`config.mk`:
```
export PLATFORM = sky130hd
export DESIGN_NAME = video_crop
export DESIGN_NICKNAME = d
export VERILOG_FILES = /design/src/video_crop_pkg.sv /design/src/video_crop.sv /design/src/screen_info.sv /design/src/blank_gen.sv /design/src/raster_counter.sv /design/src/crop_keys.sv
export VERILOG_INCLUDE_DIRS = /design/src
export SDC_FILE = /design/constraint.sdc
export NUM_CORES = 1
export LEC_CHECK = 0
export ABC_AREA = 1
export ABC_CLOCK_PERIOD_IN_PS = 3350
export BUFFER_PORTS_ARGS = -buffer_cell sky130_fd_sc_hd__buf_2
export CAP_MARGIN = 0
export CELL_PAD_IN_SITES_DETAIL_PLACEMENT = 1
export CELL_PAD_IN_SITES_GLOBAL_PLACEMENT = 2
export CORE_UTILIZATION = 36
export DETAILED_ROUTE_END_ITERATION = 7
export PLACE_DENSITY = 0.81
export REMOVE_ABC_BUFFERS = 1
export SYNTH_ARGS = -nofsm -noshare
export SYNTH_HDL_FRONTEND = slang
export SYNTH_HIERARCHICAL = 1
export SYNTH_SLANG_ARGS = --single-unit
export TNS_END_PERCENT = 5
```
`constraint.sdc`:
```
create_clock -name clk_28 -period 3.35 [get_ports clk_28]
set_clock_uncertainty 0.1 [all_clocks]
set_input_delay 1.005 -clock clk_28 [delete_from_list [all_inputs] [get_ports clk_28]]
set_output_delay 1.005 -clock clk_28 [all_outputs]
set_load 0.02 [all_outputs]
```
`src/video_crop_consts.svh`:
```
/*
  Shared constants for the video crop core.
  Counter width, keyboard codes for the crop adjust keys,
  step sizes and forced blank margins.
  Include where a macro is needed; the guard allows repeats.
*/
`ifndef VIDEO_CROP_CONSTS_SVH
`define VIDEO_CROP_CONSTS_SVH

////////////////////
// geometry
////////////////////

`define CNT_W         12      // pixel/line counters and offsets

////////////////////
// keyboard events
////////////////////

`define KMS_TYPE_KEY  2'd3    // event type for adjust keys

`define KEY_BKSP      8'h41   // clear all offsets
`define KEY_UP        8'h4c   // top/bottom plus one line
`define KEY_DOWN      8'h4d   // top/bottom minus one line
`define KEY_RIGHT     8'h4e   // left/right minus step
`define KEY_LEFT      8'h4f   // left/right plus step
`define KEY_ALT_L     8'h64   // alt press, left
`define KEY_ALT_R     8'h65   // alt press, right
`define KEY_ALT_L_UP  8'he4   // alt release, left
`define KEY_ALT_R_UP  8'he5   // alt release, right

////////////////////
// steps and margins
////////////////////

`define HSTEP         4       // pixels per left/right key
`define VSTEP         1       // lines per up/down key

`define HFORCE        8       // pixels blanked at both hs ends
`define VFORCE        3       // lines blanked before vs

`endif
```
`src/video_crop_pkg.sv`:
```
/*
  Packed types shared by the crop core and its testbench.
  Keyboard event, crop offsets, measured geometry and the
  per-frame screen info snapshot.
*/
`include "video_crop_consts.svh"

package video_crop_pkg;

	// one keyboard/mouse event from the host
	typedef struct packed {
		logic       stb;               // level strobe, edge is the event
		logic [1:0] typ;               // 3 = adjust key
		logic [7:0] data;              // key code
	} kbd_event_t;

	// crop offsets, all in counter units
	typedef struct packed {
		logic [`CNT_W-1:0] top;        // lines cut at the top
		logic [`CNT_W-1:0] bottom;     // lines cut at the bottom
		logic [`CNT_W-1:0] left;       // pixels cut on the left
		logic [`CNT_W-1:0] right;      // pixels cut on the right
	} crop_t;

	// measured raster geometry
	typedef struct packed {
		logic [`CNT_W-1:0] hsize;      // active width
		logic [`CNT_W-1:0] vsize;      // active height
		logic [`CNT_W-1:0] hend;       // hblank end position
		logic [`CNT_W-1:0] hsta;       // hblank start position
		logic [`CNT_W-1:0] hmax;       // hcnt at hs fall
		logic [`CNT_W-1:0] vend;       // vblank end line
		logic [`CNT_W-1:0] vsta;       // vblank start line
		logic [`CNT_W-1:0] vmax;       // vcnt at vs fall
	} geom_t;

	// snapshot taken at each vblank end
	typedef struct packed {
		crop_t             crop;
		logic [`CNT_W-1:0] hsize;
		logic [`CNT_W-1:0] vsize;
		logic [1:0]        res;        // resolution mode
	} screen_info_t;

endpackage

```
`src/video_crop.sv`:
```
/*
  Video crop core, top level.
  Measures the incoming raster, keeps keyboard driven crop
  offsets and produces narrowed blanking and data enable,
  plus a frame snapshot for the host. All on clk_28.
*/
`timescale 1ns/1ns
`include "video_crop_consts.svh"

module video_crop (
	input  logic                         clk_28,
	input  logic                         arst_n,
	input  logic                         hs,            // active low
	input  logic                         vs,            // active low
	input  logic                         hblank,
	input  logic                         vblank,
	input  logic [1:0]                   res,
	input  video_crop_pkg::kbd_event_t   kbd,
	input  logic                         preset_set,
	input  video_crop_pkg::crop_t        preset_crop,
	output logic                         de,
	output logic                         hbl_out,
	output logic                         vbl_out,
	output video_crop_pkg::screen_info_t info,
	output logic [6:0]                   info_seq
);
	import video_crop_pkg::*;

	crop_t             crop;         // live offsets
	geom_t             geom;         // measured raster
	logic [`CNT_W-1:0] hcnt;
	logic [`CNT_W-1:0] vcnt;
	logic              line_tick;
	logic              frame_tick;

	crop_keys u_keys (
		.clk_28      (clk_28),
		.arst_n      (arst_n),
		.kbd         (kbd),
		.preset_set  (preset_set),
		.preset_crop (preset_crop),
		.crop        (crop)
	);

	raster_counter u_raster (
		.clk_28     (clk_28),
		.arst_n     (arst_n),
		.hs         (hs),
		.vs         (vs),
		.hblank     (hblank),
		.vblank     (vblank),
		.hcnt       (hcnt),
		.vcnt       (vcnt),
		.line_tick  (line_tick),
		.frame_tick (frame_tick),
		.geom       (geom)
	);

	blank_gen u_blank (
		.clk_28    (clk_28),
		.arst_n    (arst_n),
		.hs        (hs),
		.vs        (vs),
		.hcnt      (hcnt),
		.vcnt      (vcnt),
		.line_tick (line_tick),
		.geom      (geom),
		.crop      (crop),
		.de        (de),
		.hbl_out   (hbl_out),
		.vbl_out   (vbl_out)
	);

	screen_info u_info (
		.clk_28     (clk_28),
		.arst_n     (arst_n),
		.frame_tick (frame_tick),
		.geom       (geom),
		.crop       (crop),
		.res        (res),
		.info       (info),
		.info_seq   (info_seq)
	);

endmodule

```
`src/screen_info.sv`:
```
/*
  Per-frame snapshot of geometry, offsets and mode.
  Taken on frame_tick; info_seq steps whenever the mode or
  the measured size differs from the previous snapshot, so a
  host can poll it to spot resolution changes.
*/
`timescale 1ns/1ns

module screen_info (
	input  logic                         clk_28,
	input  logic                         arst_n,
	input  logic                         frame_tick,
	input  video_crop_pkg::geom_t        geom,
	input  video_crop_pkg::crop_t        crop,
	input  logic [1:0]                   res,
	output video_crop_pkg::screen_info_t info,
	output logic [6:0]                   info_seq
);
	import video_crop_pkg::*;

	screen_info_t snap;    // what this frame would store
	logic         changed;

	always_comb begin
		snap.crop  = crop;
		snap.hsize = geom.hsize;
		snap.vsize = geom.vsize;
		snap.res   = res;
	end

	// offsets alone do not count as a change
	assign changed = (snap.res != info.res) || (snap.hsize != info.hsize) ||
	                 (snap.vsize != info.vsize);

	always_ff @(posedge clk_28 or negedge arst_n) begin
		if (!arst_n) begin
			info     <= '0;
			info_seq <= '0;
		end else if (frame_tick) begin
			info <= snap;
			if (changed) info_seq <= info_seq + 1'b1;   // wraps at 128
		end
	end

endmodule

```
`src/blank_gen.sv`:
```
/*
  Cropped blanking and data enable.
  The horizontal window is checked every pixel, the vertical
  one once per line on line_tick. Forced blanking near both
  syncs hides edge garbage. Outputs are registered together
  so de never disagrees with hbl_out or vbl_out.
*/
`timescale 1ns/1ns
`include "video_crop_consts.svh"

module blank_gen (
	input  logic                  clk_28,
	input  logic                  arst_n,
	input  logic                  hs,          // active low
	input  logic                  vs,          // active low
	input  logic [`CNT_W-1:0]     hcnt,
	input  logic [`CNT_W-1:0]     vcnt,
	input  logic                  line_tick,
	input  video_crop_pkg::geom_t geom,
	input  video_crop_pkg::crop_t crop,
	output logic                  de,
	output logic                  hbl_out,
	output logic                  vbl_out
);

	localparam logic [`CNT_W-1:0] HFORCE_C = `CNT_W'(`HFORCE);
	localparam logic [`CNT_W-1:0] VFORCE_C = `CNT_W'(`VFORCE);

	logic chbl, fhbl;     // cropped / forced horizontal
	logic cvbl, fvbl;     // cropped / forced vertical
	logic hbl, vbl;

	assign hbl = chbl | fhbl | ~hs;
	assign vbl = cvbl | fvbl | ~vs;

	always_ff @(posedge clk_28 or negedge arst_n) begin
		if (!arst_n) begin
			chbl    <= 1'b1;
			fhbl    <= 1'b1;
			cvbl    <= 1'b1;
			fvbl    <= 1'b1;
			de      <= 1'b0;
			hbl_out <= 1'b1;
			vbl_out <= 1'b1;
		end else begin
			// open at hend+left, close at hsta-right
			chbl <= !((hcnt >= geom.hend + crop.left) && (hcnt < geom.hsta - crop.right));
			fhbl <= (hcnt < HFORCE_C) || (hcnt >= geom.hmax - HFORCE_C);

			if (line_tick) begin                       // once per line
				cvbl <= !((vcnt >= geom.vend + crop.top) && (vcnt < geom.vsta - crop.bottom));
				fvbl <= (vcnt == '0) || (vcnt >= geom.vmax - VFORCE_C);
			end

			de      <= ~(hbl | vbl);                   // one cycle behind the blanks
			hbl_out <= hbl;
			vbl_out <= vbl;
		end
	end

endmodule

```
`src/raster_counter.sv`:
```
/*
  Pixel and line counters for the incoming raster.
  Records where the blanks start and end and the line/frame
  totals, and derives the active width and height from them.
  line_tick and frame_tick mark the hs fall and the end of the
  combined vertical blank, one cycle after the input edge.
*/
`timescale 1ns/1ns
`include "video_crop_consts.svh"

module raster_counter (
	input  logic                  clk_28,
	input  logic                  arst_n,
	input  logic                  hs,          // active low
	input  logic                  vs,          // active low
	input  logic                  hblank,      // high while blanking
	input  logic                  vblank,      // high while blanking
	output logic [`CNT_W-1:0]     hcnt,
	output logic [`CNT_W-1:0]     vcnt,
	output logic                  line_tick,
	output logic                  frame_tick,
	output video_crop_pkg::geom_t geom
);

	logic vbl_c;                            // vblank or vsync
	logic old_hs, old_vs, old_hblank, old_vbl;
	logic hs_fall, vs_fall;
	logic hbl_rise, hbl_fall;
	logic vbl_rise, vbl_fall;

	assign vbl_c    = vblank | ~vs;

	assign hs_fall  = old_hs & ~hs;
	assign vs_fall  = old_vs & ~vs;
	assign hbl_fall = old_hblank & ~hblank;  // active area starts
	assign hbl_rise = ~old_hblank & hblank;  // active area ends
	assign vbl_fall = old_vbl & ~vbl_c;
	assign vbl_rise = ~old_vbl & vbl_c;

	////////////////////
	// edges and counters
	////////////////////

	always_ff @(posedge clk_28 or negedge arst_n) begin
		if (!arst_n) begin
			old_hs     <= 1'b1;
			old_vs     <= 1'b1;
			old_hblank <= 1'b1;
			old_vbl    <= 1'b1;
			hcnt       <= '0;
			vcnt       <= '0;
			line_tick  <= 1'b0;
			frame_tick <= 1'b0;
		end else begin
			old_hs     <= hs;
			old_vs     <= vs;
			old_hblank <= hblank;
			old_vbl    <= vbl_c;

			hcnt <= hs ? hcnt + 1'b1 : '0;            // held at zero during hs

			if (hs_fall) vcnt <= vcnt + 1'b1;         // one per line
			if (!vs)     vcnt <= '0;

			line_tick  <= hs_fall;                    // vcnt already stepped
			frame_tick <= vbl_fall;
		end
	end

	////////////////////
	// geometry capture
	////////////////////

	always_ff @(posedge clk_28 or negedge arst_n) begin
		if (!arst_n) begin
			geom <= '0;
		end else begin
			if (hbl_fall) geom.hend <= hcnt;
			if (hbl_rise) begin
				geom.hsta  <= hcnt;
				geom.hsize <= hcnt - geom.hend;           // width of this line
			end
			if (hs_fall) geom.hmax <= hcnt;           // line total

			if (vbl_fall) geom.vend <= vcnt;
			if (vbl_rise) begin
				geom.vsta  <= vcnt;
				geom.vsize <= vcnt - geom.vend;           // height of this frame
			end
			if (vs_fall) geom.vmax <= vcnt;           // frame total
		end
	end

endmodule

```
`src/crop_keys.sv`:
```
/*
  Crop offset register with keyboard control.
  Up/down move the top offset, left/right the left offset;
  with alt held they move bottom and right instead.
  Backspace clears everything, preset_set loads all four
  offsets at once and wins over a key on the same cycle.
*/
`timescale 1ns/1ns
`include "video_crop_consts.svh"

module crop_keys (
	input  logic                       clk_28,
	input  logic                       arst_n,
	input  video_crop_pkg::kbd_event_t kbd,
	input  logic                       preset_set,   // one cycle load
	input  video_crop_pkg::crop_t      preset_crop,
	output video_crop_pkg::crop_t      crop
);
	import video_crop_pkg::*;

	localparam logic [`CNT_W-1:0] HSTEP_C = `CNT_W'(`HSTEP);
	localparam logic [`CNT_W-1:0] VSTEP_C = `CNT_W'(`VSTEP);

	typedef enum logic {
		ALT_UP,                                    // alt released
		ALT_HELD                                   // alt down, keys move bottom/right
	} alt_state_t;

	alt_state_t alt_q, alt_d;
	crop_t      crop_d;
	logic       adj_stb;                           // strobe of an adjust key
	logic       old_stb;
	logic       key_hit;                           // rising edge only

	assign adj_stb = kbd.stb && (kbd.typ == `KMS_TYPE_KEY);
	assign key_hit = adj_stb && !old_stb;

	////////////////////
	// next offsets
	////////////////////

	always_comb begin
		crop_d = crop;
		alt_d  = alt_q;
		if (key_hit) begin
			case (kbd.data)
				`KEY_BKSP: crop_d = '0;                                   // clear all four
				`KEY_UP: begin
					if (alt_q == ALT_HELD) crop_d.bottom = crop.bottom + VSTEP_C;
					else                   crop_d.top    = crop.top + VSTEP_C;
				end
				`KEY_DOWN: begin
					if (alt_q == ALT_HELD) crop_d.bottom = crop.bottom - VSTEP_C;
					else                   crop_d.top    = crop.top - VSTEP_C;
				end
				`KEY_LEFT: begin
					if (alt_q == ALT_HELD) crop_d.right = crop.right + HSTEP_C;
					else                   crop_d.left  = crop.left + HSTEP_C;
				end
				`KEY_RIGHT: begin
					if (alt_q == ALT_HELD) crop_d.right = crop.right - HSTEP_C;
					else                   crop_d.left  = crop.left - HSTEP_C;
				end
				`KEY_ALT_L, `KEY_ALT_R:       alt_d = ALT_HELD;
				`KEY_ALT_L_UP, `KEY_ALT_R_UP: alt_d = ALT_UP;
				default: ;                                                 // other keys ignored
			endcase
		end
		if (preset_set) crop_d = preset_crop;                             // preset has priority
	end

	////////////////////
	// registers
	////////////////////

	always_ff @(posedge clk_28 or negedge arst_n) begin
		if (!arst_n) begin
			old_stb <= 1'b0;
			alt_q   <= ALT_UP;
			crop    <= '0;
		end else begin
			old_stb <= adj_stb;   // edge detector input
			alt_q   <= alt_d;
			crop    <= crop_d;    // wraps mod 4096
		end
	end

endmodule

```
After elaboration in Yosys (flattened, before gate mapping)

Cells that the tools add are included.
Widths: inputs -> output; s select.

Mux-type cells: 16
Bitwise operators: 19
Reduce and logical (&&, ||, !) cells: 24
$lt $le $gt $ge: 7
$add $sub $neg: 19
Equal/unequal tests: 22

Operator list:

| cell                  | count |
|---|---|
| $pmux 24 s3           | 2 |
| $mux 12               | 11 |
| $mux 48               | 2 |
| $eq 8x7->1 const B    | 7 |
| $add 12x1->12 const B | 4 |
| $ge 12x12->1          | 4 |
| $sub 12x12->12        | 4 |
| $add 12x12->12        | 2 |
| $add 12x3->12 const B | 2 |
| $lt 12x12->1          | 2 |
| $ne 12x12->1          | 2 |
| $sub 12x1->12 const B | 2 |
| $sub 12x3->12 const B | 2 |
| $eq 8x8->1 const B    | 2 |
| $reduce_and 4->1      | 4 |
| $logic_not 12->1      | 1 |
| $lt 12x4->1 const B   | 1 |
| $ne 3x2->1 const B    | 4 |
| $ne 3x3->1 const B    | 4 |
| $sub 12x2->12 const B | 1 |
| $sub 12x4->12 const B | 1 |
| $reduce_bool 4->1     | 2 |
| $add 7x1->7 const B   | 1 |
| $not 1->1             | 7 |
| other kinds (12)      | 33 |

Logic and storage cells: 144
Bits of input ports: 68
Output and inout bits: 84
Register bits: 264

Depth between registers and ports, before layout

Gate-level depths: netlist of run 1.

Depth in word-level cells: 5
Depth in mapped cells: 18
Gate-level depth less buffers: 18

Modules after synthesis

The synthesis of run 1 kept the hierarchy.

Modules (own cells, without submodules):

| module         | area each (um2) | cells each | instances | sequential area each (um2) |
|---|---|---|---|---|
| raster_counter | 6194.7          | 762        | 1         | 3158.0 |
| blank_gen      | 4703.3          | 752        | 1         | 182.7 |
| crop_keys      | 4530.6          | 667        | 1         | 1251.2 |
| screen_info    | 3582.2          | 341        | 1         | 2026.9 |

Worst setup path before layout of run 1

Ideal clock, no wire load.

Path kind: input to register
From: input port kbd[5] (netlist bit)
To: register u_keys/crop[20] (netlist name)
Setup time: 0.122 ns
Path slack: -0.239 ns
Required time: 3.128 ns
Arrival time: 3.367 ns
Stages on the path: 14
Buffers on the path: 0
Cells stage by stage: nor2_1 > nand3_2 > nor3_2 > nand2_1 > inv_1 > ha_1 > a21o_1 > a31oi_1 > nor2_1 > o21ai_0 > nand2_1 > or2_2 > nand2_1 > a21boi_1

Cells in the longest elaborated chain, start to end: 4
Elaborated cells on any way between the ends: 10
Classes of those cells: eq/ne (5); mux (3); reduce/logical (2)

RTL lines:

| element         | RTL line         | text |
|---|---|---|
| start, declared | video_crop.sv:18 | `input video_crop_pkg::kbd_event_t kbd,` |
| $eq 8x7->1      | crop_keys.sv:46  | `case (kbd.data)` |
| $pmux 24 s3     | crop_keys.sv:46  |  |
| $mux 48         | crop_keys.sv:45  | `if (key_hit) begin` |
| $mux 48         | crop_keys.sv:69  | `if (preset_set) crop_d = preset_crop;` |

Several ways; a longest one is shown, not always the timed one. The select of a mux whose other input is x is not followed.
A chain may end at the register's enable or synchronous reset.

Worst setup path in the final report of run 1

From: input port kbd[5] (netlist bit)
To: register u_keys/crop[8] (netlist name)

Cells in the longest elaborated chain, start to end: 4
Elaborated cells on any way between the ends: 10
Classes of those cells: eq/ne (5); mux (3); reduce/logical (2)

RTL lines:

| element     | RTL line |
|---|---|
| $eq 8x7->1  | crop_keys.sv:46 |
| $pmux 24 s3 | crop_keys.sv:46 |
| $mux 48     | crop_keys.sv:45 |
| $mux 48     | crop_keys.sv:69 |

Several ways; a longest one is shown, not always the timed one. The select of a mux whose other input is x is not followed.

==> metrics.txt, run 1 <==
first-pass GRT wire length=approximately 98000 um; Worst Path Max Fanout=8; Worst-Skew Late Latency=roughly 0.56 ns; core region area=51700 um^2; FILL cells=6466; number of max-cap violations=0; Final #Nets=between 2000 and 3000; combinational power share=0.257; maximum root-to-sink buffer count=3; distinct cell type count after synthesis=slightly above 60; Critical Path Stages=16; min Tclk post-route=around 2.8 ns; Initial DRT Pass Iterations=5; post_cts resized=0; CP cell instances=buf_2, nor2_1, nand3_2, nor3_2, nand2_1, inv_1, buf_12, ha_1, a21o_1, nor2_1, nor2_1, o21ai_0, nand2_1, a21oi_1, a21oi_1, a21oi_1; ys flop type=dfrtp_1; DRC violations left=0; critical path's top delay family=simple AND/OR/NAND/NOR gates; Hold-fix buffers, CTS=0; Clk network pwr share=0.372; vias=17400; largest stage delay on the critical path=between 0.2 and 0.3 ns; hpwl dp=around 46000 um; Finished Core Util=0.426; Area Overhead vs Synth=15.9%; run status=complete, no violations; Initial Utilization=0.368; vias in the first global route=around 19000; Hold Vio Cnt, Final=0; Setup Fix Bufs, Post-CTS=0; initial antenna violation count=1; clock sink total=approximately 260; Least-Margin Pin Slew=approximately 0.75 ns; Antenna Cells=0; TritonCTS clock tree=built; P_sw=3.74 mW; r2r worst-path depth=17; asr flop ratio synth=1.00; Seq/Total Area, Yosys=0.348; Synth Register Bits=around 260; GRT Overall Usage=0.228; Max stage delay cell, worst path=ha_1; Die Ht=232 um; drt wl/cell=17.4 um; commonest cells after routing, fill and taps aside=708 x nand2_1, 339 x inv_1, 253 x dfrtp_1; PwrDens=between 500 and 600 nW/um^2; largest net degree at the start of global routing=77; grt ovf=0; floorplan row count=just over 80; Syn Area/Cell=roughly 7.5 um^2; Pint=approximately 7.3 mW; crit path kind=in2reg; post-place setup slack=-0.0110 ns; proportion of layout cells with a drive suffix above 1=0.152; CP required=3.72 ns; Buffers on Ports=151; fin crit share=0.845; final WL=59400 um; htree depth=2; HP Class=in2async; RSZ-0062 raised after global routing=no; Setup crit start kind=input pin; clk slew on worst S/H paths=approximately 0.060 ns; Root Driver=clkbuf_16; relative slew slack=0.499; critical path buffer and inverter count=3; Hold WS=0.354 ns; Seq pwr share=0.371; CP Capture Type=flop; Top-Level Pins=~150; worst setup margin=0.518 ns; Worst VDD drop=about 0.35 mV; final slew viol count=0; CP arrival=around 3.2 ns; Post-synth EDFFs=0; drt via density=5.08; commonest non-fill, non-tap cell in the layout=nand2_1; Mapped Area=19000 um^2; Leak=approximately 12 nW; CTS buffer count=35; Setup Total Neg Slack=0 ns; final setup fails=0; post-synthesis cell count=between 2000 and 3000; Ys Warns=6; Switching Fraction=0.339; Die X=232 um; 1st-iter DRT viols=611; DRT antenna net count=0; FMAX=~350 MHz; die area=53700 um^2; RD Place Congestion=~0.88
final timing paths:
kind                                                    start                             to  slack, ns
worst max-delay path                                   kbd[5]     u_keys/crop[8]$_DFFE_PN0P_       0.52
worst min-delay path                                   arst_n    u_keys/crop[43]$_DFFE_PN0P_       0.35
worst max register to register    u_keys/crop[28]$_DFFE_PN0P_       u_blank/cvbl$_DFFE_PN1P_       0.53
worst min register to register  u_raster/geom[43]$_DFFE_PN0P_  u_raster/geom[43]$_DFFE_PN0P_       0.39
max in group asynchronous                              arst_n    u_info/info[28]$_DFFE_PN0P_       1.91
min in group clk_28             u_raster/geom[43]$_DFFE_PN0P_  u_raster/geom[43]$_DFFE_PN0P_       0.39
registers in the layout, summed over array words and instances, names as in the netlist:
register             cells
u_blank/cvbl             1
u_raster/old_hs          1
u_info/info             74
u_blank/de               1
u_keys/old_stb           1
u_keys/crop             48
u_raster/line_tick       1
u_raster/old_vs          1
u_raster/vcnt           12
u_blank/fvbl             1
u_raster/geom           96
u_raster/frame_tick      1
u_info/info_seq          7
u_raster/hcnt           12
u_blank/hbl_out          1
u_raster/old_hblank      1
u_blank/vbl_out          1
u_blank/fhbl             1
u_raster/old_vbl         1
u_blank/chbl             1
u_keys/alt_q             1
cell usage after synthesis, types with 13 or more instances:
| library cell | instances | area [um^2] |
|---|---|---|
| xor2_1 | 51 | 447 |
| mux2_2 | 55 | 619 |
| a21oi_1 | 129 | 646 |
| nand2_1 | 708 | 2660 |
| inv_1 | 339 | 1270 |
| nand3_1 | 135 | 676 |
| nor2_2 | 14 | 87.6 |
| nor3_1 | 20 | 100 |
| buf_2 | 13 | 65.1 |
| ha_1 | 162 | 2030 |
| o21ai_1 | 21 | 105 |
| clkbuf_1 | 18 | 67.6 |
| nand4_1 | 35 | 219 |
| nor2_1 | 162 | 608 |
| xnor2_1 | 27 | 236 |
| o21ai_0 | 159 | 796 |
| dfrtp_1 | 254 | 6360 |
| nand2_2 | 23 | 144 |
through the flow:
step | total power [mW] | std cells | area [um^2]
after global placement | 6.89 | 3356 | 20800
after global routing | 11.7 | 3418 | 22000
after CTS | 11.2 | 3418 | 22000
after floorplan | 5.93 | 2472 | 18700
final | 11.0 | 3418 | 22000
after detailed placement | 7.02 | 3356 | 20800
final cells by class:
class	instances	area [um^2]	share of cell area
well taps	680	851	0.0386
clock inverters	9	213	0.00965
flip-flops and latches	264	6620	0.301
repair buffers	204	1240	0.0562
inverters	354	1330	0.0605
multi-input cells	1854	10800	0.488
clock buffers	53	1020	0.0465
cells by family after synthesis:
group / synth area share
flip-flops: 0.348
buffers and inverters: 0.0862
XOR/XNOR: 0.0359
multiplexers: 0.0331
AND/OR/NAND/NOR: 0.262
adder cells (fa/ha/maj): 0.115
AO/OA/AOI/OAI: 0.120
power groups by stage:
stage,registers [mW],logic [mW],clock network (mW)
floorplan,4.34,1.59,0
global placement,4.14,2.76,0
detailed placement,4.16,2.86,0
CTS,4.11,2.88,4.22
global route,4.17,3.20,4.34
finish,4.09,2.84,4.10
layer usage:
layer / global-route usage / up-vias / part of all wire
li1: - / 8605 / -
met1: 0.273 / 8473 / 0.44
met2: 0.416 / 199 / 0.51
met3: 0.0295 / 96 / 0.028
met4: 0.0759 / 2 / 0.029
met5: 0 / - / 0.00034
worst reg2reg max path: cells and delay by family, from the launching register on:
| family | cells | cell delay [ns] |
|---|---|---|
| AND/OR/NAND/NOR | 12 | 1.03 |
| flip-flops | 1 | 0.47 |
| AO/OA/AOI/OAI | 2 | 0.43 |
| buffers and inverters | 1 | 0.08 |
| adder cells (fa/ha/maj) | 2 | 0.65 |
Note: power is estimated with default switching activity, not from simulation.
==> run 2: changes to the inputs <==
--- a/config.mk
+++ b/config.mk
@@ -7,14 +7,14 @@
 export NUM_CORES = 1
 export LEC_CHECK = 0
 export ABC_AREA = 1
-export ABC_CLOCK_PERIOD_IN_PS = 3350
+export ABC_CLOCK_PERIOD_IN_PS = 2500
 export BUFFER_PORTS_ARGS = -buffer_cell sky130_fd_sc_hd__buf_2
 export CAP_MARGIN = 0
 export CELL_PAD_IN_SITES_DETAIL_PLACEMENT = 1
 export CELL_PAD_IN_SITES_GLOBAL_PLACEMENT = 2
-export CORE_UTILIZATION = 36
+export CORE_UTILIZATION = 33
 export DETAILED_ROUTE_END_ITERATION = 7
-export PLACE_DENSITY = 0.81
+export PLACE_DENSITY = 0.78
 export REMOVE_ABC_BUFFERS = 1
 export SYNTH_ARGS = -nofsm -noshare
 export SYNTH_HDL_FRONTEND = slang
==> constraint.sdc (replaced) <==
create_clock -name clk_28 -period 2.5 [get_ports clk_28]
set_clock_uncertainty 0.1 [all_clocks]
set_input_delay 0.75 -clock clk_28 [delete_from_list [all_inputs] [get_ports clk_28]]
set_output_delay 0.75 -clock clk_28 [all_outputs]
set_load 0.02 [all_outputs]
==> run 2 against run 1 <==
Net effect: the run now ends with negative setup slack left; sequential cell count unchanged; register-to-register slack got worse by 0.57 ns; worst setup slack got worse by 0.56 ns; combinational power rose by 60%; core utilization increased by 0.40 points; critical path depth increased by 2; largest cell class unchanged; largest power group unchanged.
==> metrics.txt, run 2 (synthesized netlist as in run 1, its figures left out) <==
drt via density=4.94 (-2.8%); Least-Margin Pin Slew=0.672 ns (-0.0775 ns); max reg flops=96 (unchanged); Hold Vio Cnt, Final=0 (unchanged); hold path depth=1; grt ovf=0 (unchanged); floorplan row count=87 (+4.8%); clock sink total=264 (unchanged); die area=58600 um^2 (+9.0%); maximum root-to-sink buffer count=3 (unchanged); final setup fails=2 (+2); Root Driver=clkbuf_16; final cell count without fillers=3713 (+8.6%); Worst-Skew Late Latency=0.55 ns (about the same); TritonCTS clock tree=built; RD Place Congestion=0.908 (+3.2%); run status=finished, violations left; first-pass GRT wire length=103000 um (+5.2%); commonest non-fill, non-tap cell in the layout=nand2_1; FMAX=about 390 MHz; number of max-cap violations=0 (unchanged); r2r worst-path depth=18 (+1); Worst VDD drop=0.496 mV (+40%); PwrDens=639 nW/um^2 (+28%); Crit path top cell by count=nand2_1; Die Ht=242 um (+4.4%); RSZ-0062 raised after global routing=yes; CP arrival=2.92 ns (-0.28 ns); fin crit share=1.01; CP required=2.89 ns (-0.83 ns); commonest cells after routing, fill and taps aside=701 x nand2_1, 333 x inv_1, 253 x buf_4; htree depth=2 (unchanged); Final #Nets=3163 (+7.2%); DRC violations left=0 (unchanged); largest stage delay on the critical path=0.39 ns (+0.12 ns); vias=18300 (+5.5%); Initial Utilization=0.336 (-0.0317); largest net degree at the start of global routing=73 (-5.2%); 1st-iter DRT viols=521 (-15%); final instance area=24300 um^2 (+10%); core region area=56600 um^2 (+9.4%); Buffers on Ports=151 (unchanged); drt wl/cell=17.0 um (-2.2%); final WL=63200 um (+6.3%); vias in the first global route=19900 (+5.6%); critical path buffer and inverter count=4 (+1); Leak=12.8 nW (+9.4%); hpwl dp=49300 um (+7.4%); CTS buffer count=37 (+5.7%); critical path's top delay family=adder cells; relative slew slack=0.551 (+0.0518); CP cell instances=inv_1, ha_1, inv_1, fa_2, buf_4, nand3_2, nand3_1, nand2_1, nand2_1, ha_1, nand2_2, inv_1, nand2_1, nand2_1, a21oi_1, nand2_1, nor2_2, nor2_1; worst setup margin=-0.0370 ns (-0.555 ns); crit path kind=reg2reg; Worst Path Max Fanout=2 (-6); Top-Level Pins=152 (unchanged); Inst Count DP=3635 (+8.3%); DRT antenna net count=0 (unchanged); Initial DRT Pass Iterations=4 (-1); post-place setup slack=-0.640 ns (-0.629 ns); Die X=242 um (+4.4%); Critical Path Stages=18 (+2); GRT Overall Usage=0.218 (-0.0103); min Tclk post-route=2.54 ns; Hold WS=0.206 ns (-0.148 ns); CP Capture Type=flop; initial antenna violation count=4 (+3); total power draw=15.6 mW (+41%); DP Area=22400 um^2 (+7.9%); FILL cells=6988 (+8.1%); HP Class=in2reg; proportion of layout cells with a drive suffix above 1=0.246 (+0.0938); failing checks=negative setup slack; Setup Total Neg Slack=-0.0508 ns (-0.0508 ns); final slew viol count=0 (unchanged); Setup crit start kind=flop; Max stage delay cell, worst path=dfrtp_1; Finished Core Util=0.430 (+0.00401); register with the most flip-flops=u_raster/geom; clk slew on worst S/H paths=0.06 ns (about the same); Area Overhead vs Synth=28.1%; biggest regs=u_raster/geom: 96 flops, u_info/info: 74 flops, u_keys/crop: 48 flops
==> run 2: final timing paths <==
check / start / end / slack [ns]
min reg2reg: u_raster/geom[37]$_DFFE_PN0P_ / u_raster/geom[37]$_DFFE_PN0P_ / 0.40
max reg2reg: u_raster/geom[12]$_DFFE_PN0P_ / u_blank/cvbl$_DFFE_PN1P_ / -0.04
min in group asynchronous: arst_n / u_raster/geom[24]$_DFFE_PN0P_ / 0.58
max in group asynchronous: arst_n / u_raster/old_hblank$_DFF_PN1_ / 0.98
min: hblank / u_raster/old_hblank$_DFF_PN1_ / 0.21
max: u_raster/geom[12]$_DFFE_PN0P_ / u_blank/cvbl$_DFFE_PN1P_ / -0.04
==> run 2: report_power, final <==
part / internal (mW) / total, mW / leakage (nW) / switching, mW
Sequential: 4.88 / 5.41 / 3.38 / 0.531
Clock: 3.50 / 5.61 / 0.654 / 2.11
Combinational: 1.90 / 4.55 / 8.75 / 2.65
Total: 10.3 / 15.6 / 12.8 / 5.29
==> run 2: per-layer routing <==
metal | wire length [um] | vias to the layer above | track usage
met1 | 26900 | 9004 | 0.254
li1 | - | 9026 | -
met2 | 33000 | 201 | 0.411
met4 | 1740 | 2 | 0.0637
met3 | 1570 | 105 | 0.0280
met5 | 13 | - | 0
==> run 2: cell type report <==
class	instances	area (um^2)	area share
clock buffers	58	1200	0.0492
inverters	354	1330	0.0548
well taps	756	946	0.0389
clock inverters	10	115	0.00473
repair buffers	414	2850	0.117
diodes	3	7.51	0.000308
flip-flops and latches	264	6630	0.272
multi-input cells	1854	11300	0.463
==> run 2: worst reg2reg max path, cell delays in order, from the launching register on <==
cell     delay (ns)
dfrtp_1        0.39
inv_1          0.07
ha_1           0.14
inv_1          0.06
fa_2           0.35
buf_4          0.16
nand3_2        0.09
nand3_1        0.08
nand2_1        0.07
nand2_1        0.07
ha_1           0.29
nand2_2        0.09
inv_1          0.04
nand2_1        0.05
nand2_1        0.05
a21oi_1        0.11
nand2_1        0.08
nor2_2         0.13
nor2_1         0.05
==> run 2: repair_timing <==
action | 4_1_cts | 5_1_grt
hold buffers | 1 | 0
pin swaps | 10 | 13
hold endpoints to repair | 20 | 0
cloned | 0 | 0
setup endpoints to repair | 8 | 21
setup buffers | 5 | 1
gates resized for setup | 44 | 64
==> run 3: changes to the inputs <==
--- a/config.mk
+++ b/config.mk
@@ -7,14 +7,14 @@
 export NUM_CORES = 1
 export LEC_CHECK = 0
 export ABC_AREA = 1
-export ABC_CLOCK_PERIOD_IN_PS = 2500
+export ABC_CLOCK_PERIOD_IN_PS = 3000
 export BUFFER_PORTS_ARGS = -buffer_cell sky130_fd_sc_hd__buf_2
 export CAP_MARGIN = 0
 export CELL_PAD_IN_SITES_DETAIL_PLACEMENT = 1
 export CELL_PAD_IN_SITES_GLOBAL_PLACEMENT = 2
-export CORE_UTILIZATION = 33
+export CORE_UTILIZATION = 39
 export DETAILED_ROUTE_END_ITERATION = 7
-export PLACE_DENSITY = 0.78
+export PLACE_DENSITY = 0.87
 export REMOVE_ABC_BUFFERS = 1
 export SYNTH_ARGS = -nofsm -noshare
 export SYNTH_HDL_FRONTEND = slang
==> constraint.sdc (replaced) <==
create_clock -name clk_28 -period 3 [get_ports clk_28]
set_clock_uncertainty 0.1 [all_clocks]
set_input_delay 0.9 -clock clk_28 [delete_from_list [all_inputs] [get_ports clk_28]]
set_output_delay 0.9 -clock clk_28 [all_outputs]
set_load 0.02 [all_outputs]
==> run 3 against run 2 <==
Net effect: the flow now finishes without violations; cell count is 8.6% lower; global-route usage rose by 3.0 points; clock-buffer cell count is 13 lower; largest power group unchanged; cell area decreased by 8.2%; first-iteration DRC count is 21% higher; core utilization rose by 3.6 points; sequential power fell by 16%; clock power fell by 12%.
==> metrics.txt, run 3 (synthesized netlist as in run 1, its figures left out) <==
clk slew on worst S/H paths=0.05 ns (about the same); initial antenna violation count=1 (-3); Final #Nets=2986 (-5.6%); vias in the first global route=18900 (-5.4%); commonest cells after routing, fill and taps aside=708 x nand2_1, 338 x inv_1, 253 x dfrtp_1; PwrDens=572 nW/um^2 (-11%); htree depth=2 (unchanged); largest net degree at the start of global routing=64 (-12%); Worst VDD drop=0.359 mV (-28%); Hold WS=0.188 ns (-0.0189 ns); DRT antenna net count=0 (unchanged); FILL cells=5992 (-14%); min Tclk post-route=roughly 2.8 ns; final slew viol count=0 (unchanged); floorplan row count=80 (-8.0%); Initial DRT Pass Iterations=5 (+1); CTS buffer count=36 (-2.7%); Die X=223 um (-7.9%); 1st-iter DRT viols=633 (+21%); TritonCTS clock tree=built; FMAX=between 300 and 400 MHz; setup slack, reg-to-reg=0.25 ns (+0.29 ns); CP arrival=3.12 ns (+0.20 ns); max reg flops=96 (unchanged); final WL=60100 um (-4.9%); Least-Margin Pin Slew=0.788 ns (+0.116 ns); Setup Total Neg Slack=0 ns (+0.0508 ns); Worst-Skew Late Latency=0.56 ns (about the same); CP Capture Type=flop; Area Overhead vs Synth=17.5%; relative slew slack=0.474 (-0.0776); worst setup path endpoint=u_keys/crop[9]$_DFFE_PN0P_; final cell count without fillers=3392 (-8.6%); crit path kind=in2reg; DRC violations left=0 (unchanged); number of max-cap violations=0 (unchanged); drt wl/cell=17.7 um (+4.1%); post_cts resized=0 (-100%); Worst Path Max Fanout=5 (+3); total power draw=12.8 mW (-18%); r2r worst-path depth=15 (-3); Top-Level Pins=152 (unchanged); biggest regs=u_raster/geom: 96 flops, u_info/info: 74 flops, u_keys/crop: 48 flops; FF-to-FF End=u_blank/cvbl$_DFFE_PN1P_; core region area=47900 um^2 (-15%); vias=17500 (-4.4%); HP Class=in2async; Hold Vio Cnt, Final=0 (unchanged); hpwl dp=46300 um (-6.2%); commonest non-fill, non-tap cell in the layout=nand2_1; Root Driver=clkbuf_16; fin crit share=0.927; RSZ-0062 raised after global routing=yes; die area=49600 um^2 (-15%); drt via density=5.17 (+4.7%); Die Ht=223 um (-7.9%); GRT Overall Usage=0.248 (+0.0299); final setup fails=0 (-2); clock sink total=264 (unchanged); Leak=11.9 nW (-6.9%); RD Place Congestion=0.900 (-0.86%); grt ovf=0 (unchanged); Hold-fix buffers, CTS=0 (-1); CP required=3.34 ns (+0.45 ns); Initial Utilization=0.397 (+0.0606); Setup crit start kind=input pin; Setup Fix Bufs, Post-CTS=0 (-5); worst setup margin=0.218 ns (+0.255 ns); R2R Path Start=u_raster/geom[24]$_DFFE_PN0P_; first-pass GRT wire length=98600 um (-4.6%); register with the most flip-flops=u_raster/geom; post-place setup slack=-0.385 ns (+0.255 ns); Buffers on Ports=151 (unchanged); run status=complete, no violations; proportion of layout cells with a drive suffix above 1=0.167 (-0.0790); Inst Count DP=3325 (-8.5%); Critical Path Source=kbd[5]; maximum root-to-sink buffer count=3 (unchanged)
[run 3: area by class of cell]
cell class | count | area [um^2] | area share
timing repair buffer | 238 | 1510 | 0.0674
antenna | 1 | 2.50 | 0.000112
clock inverter | 21 | 354 | 0.0158
sequential | 264 | 6620 | 0.296
multi-input combinational | 1854 | 10800 | 0.481
inverter | 354 | 1330 | 0.0597
tap | 615 | 769 | 0.0344
clock buffer | 45 | 996 | 0.0446
[run 3: how the worst min path moves through the flow]
| stage | startpoint | end | slack (ns) | cells past startpoint |
|---|---|---|---|---|
| global placement | u_raster/geom[37]$_DFFE_PN0P_ | u_raster/geom[37]$_DFFE_PN0P_ | 0.37 | 2 |
| CTS | arst_n | u_info/info[55]$_DFFE_PN0P_ | 0.18 | 1 |
| floorplan | u_raster/geom[12]$_DFFE_PN0P_ | u_raster/geom[12]$_DFFE_PN0P_ | 0.35 | 2 |
| detailed placement | u_raster/geom[48]$_DFFE_PN0P_ | u_raster/geom[48]$_DFFE_PN0P_ | 0.38 | 2 |
| global route | arst_n | u_info/info[55]$_DFFE_PN0P_ | 0.19 | 1 |
| finish | arst_n | u_info/info[55]$_DFFE_PN0P_ | 0.19 | 1 |
[run 3: critical path, stage by stage]
cell     delay, ns
buf_2         0.10
nor2_1        0.13
nand3_2       0.10
nor3_2        0.16
nand2_1       0.14
inv_2         0.14
ha_1          0.28
a21oi_1       0.24
o21ai_0       0.16
a21o_1        0.21
a31oi_1       0.22
nand2_1       0.09
nand2_1       0.08
nor2_1        0.05
nor2_1        0.08
nor2_1        0.05
[run 3: where the power goes]
part / total [mW] / switching [mW] / internal, mW / leakage [nW]
clock network: 4.93 / 1.78 / 3.15 / 0.647
registers: 4.55 / 0.490 / 4.06 / 3.38
logic: 3.30 / 2.04 / 1.26 / 7.87
total: 12.8 / 4.31 / 8.46 / 11.9
[run 3: per-layer routing]
layer,vias up,wire length [um],track usage
met4,0,1280,0.0641
met5,-,0,0
met3,81,1510,0.0321
li1,8678,-,-
met2,187,31000,0.460
met1,8594,26300,0.298
[run 3: metrics by stage]
stage,instance area (um^2),util
CTS,22300,0.466
detailed placement,21000,0.438
finish,22300,0.466
global placement,21000,0.438
global route,22300,0.466
floorplan,18700,-
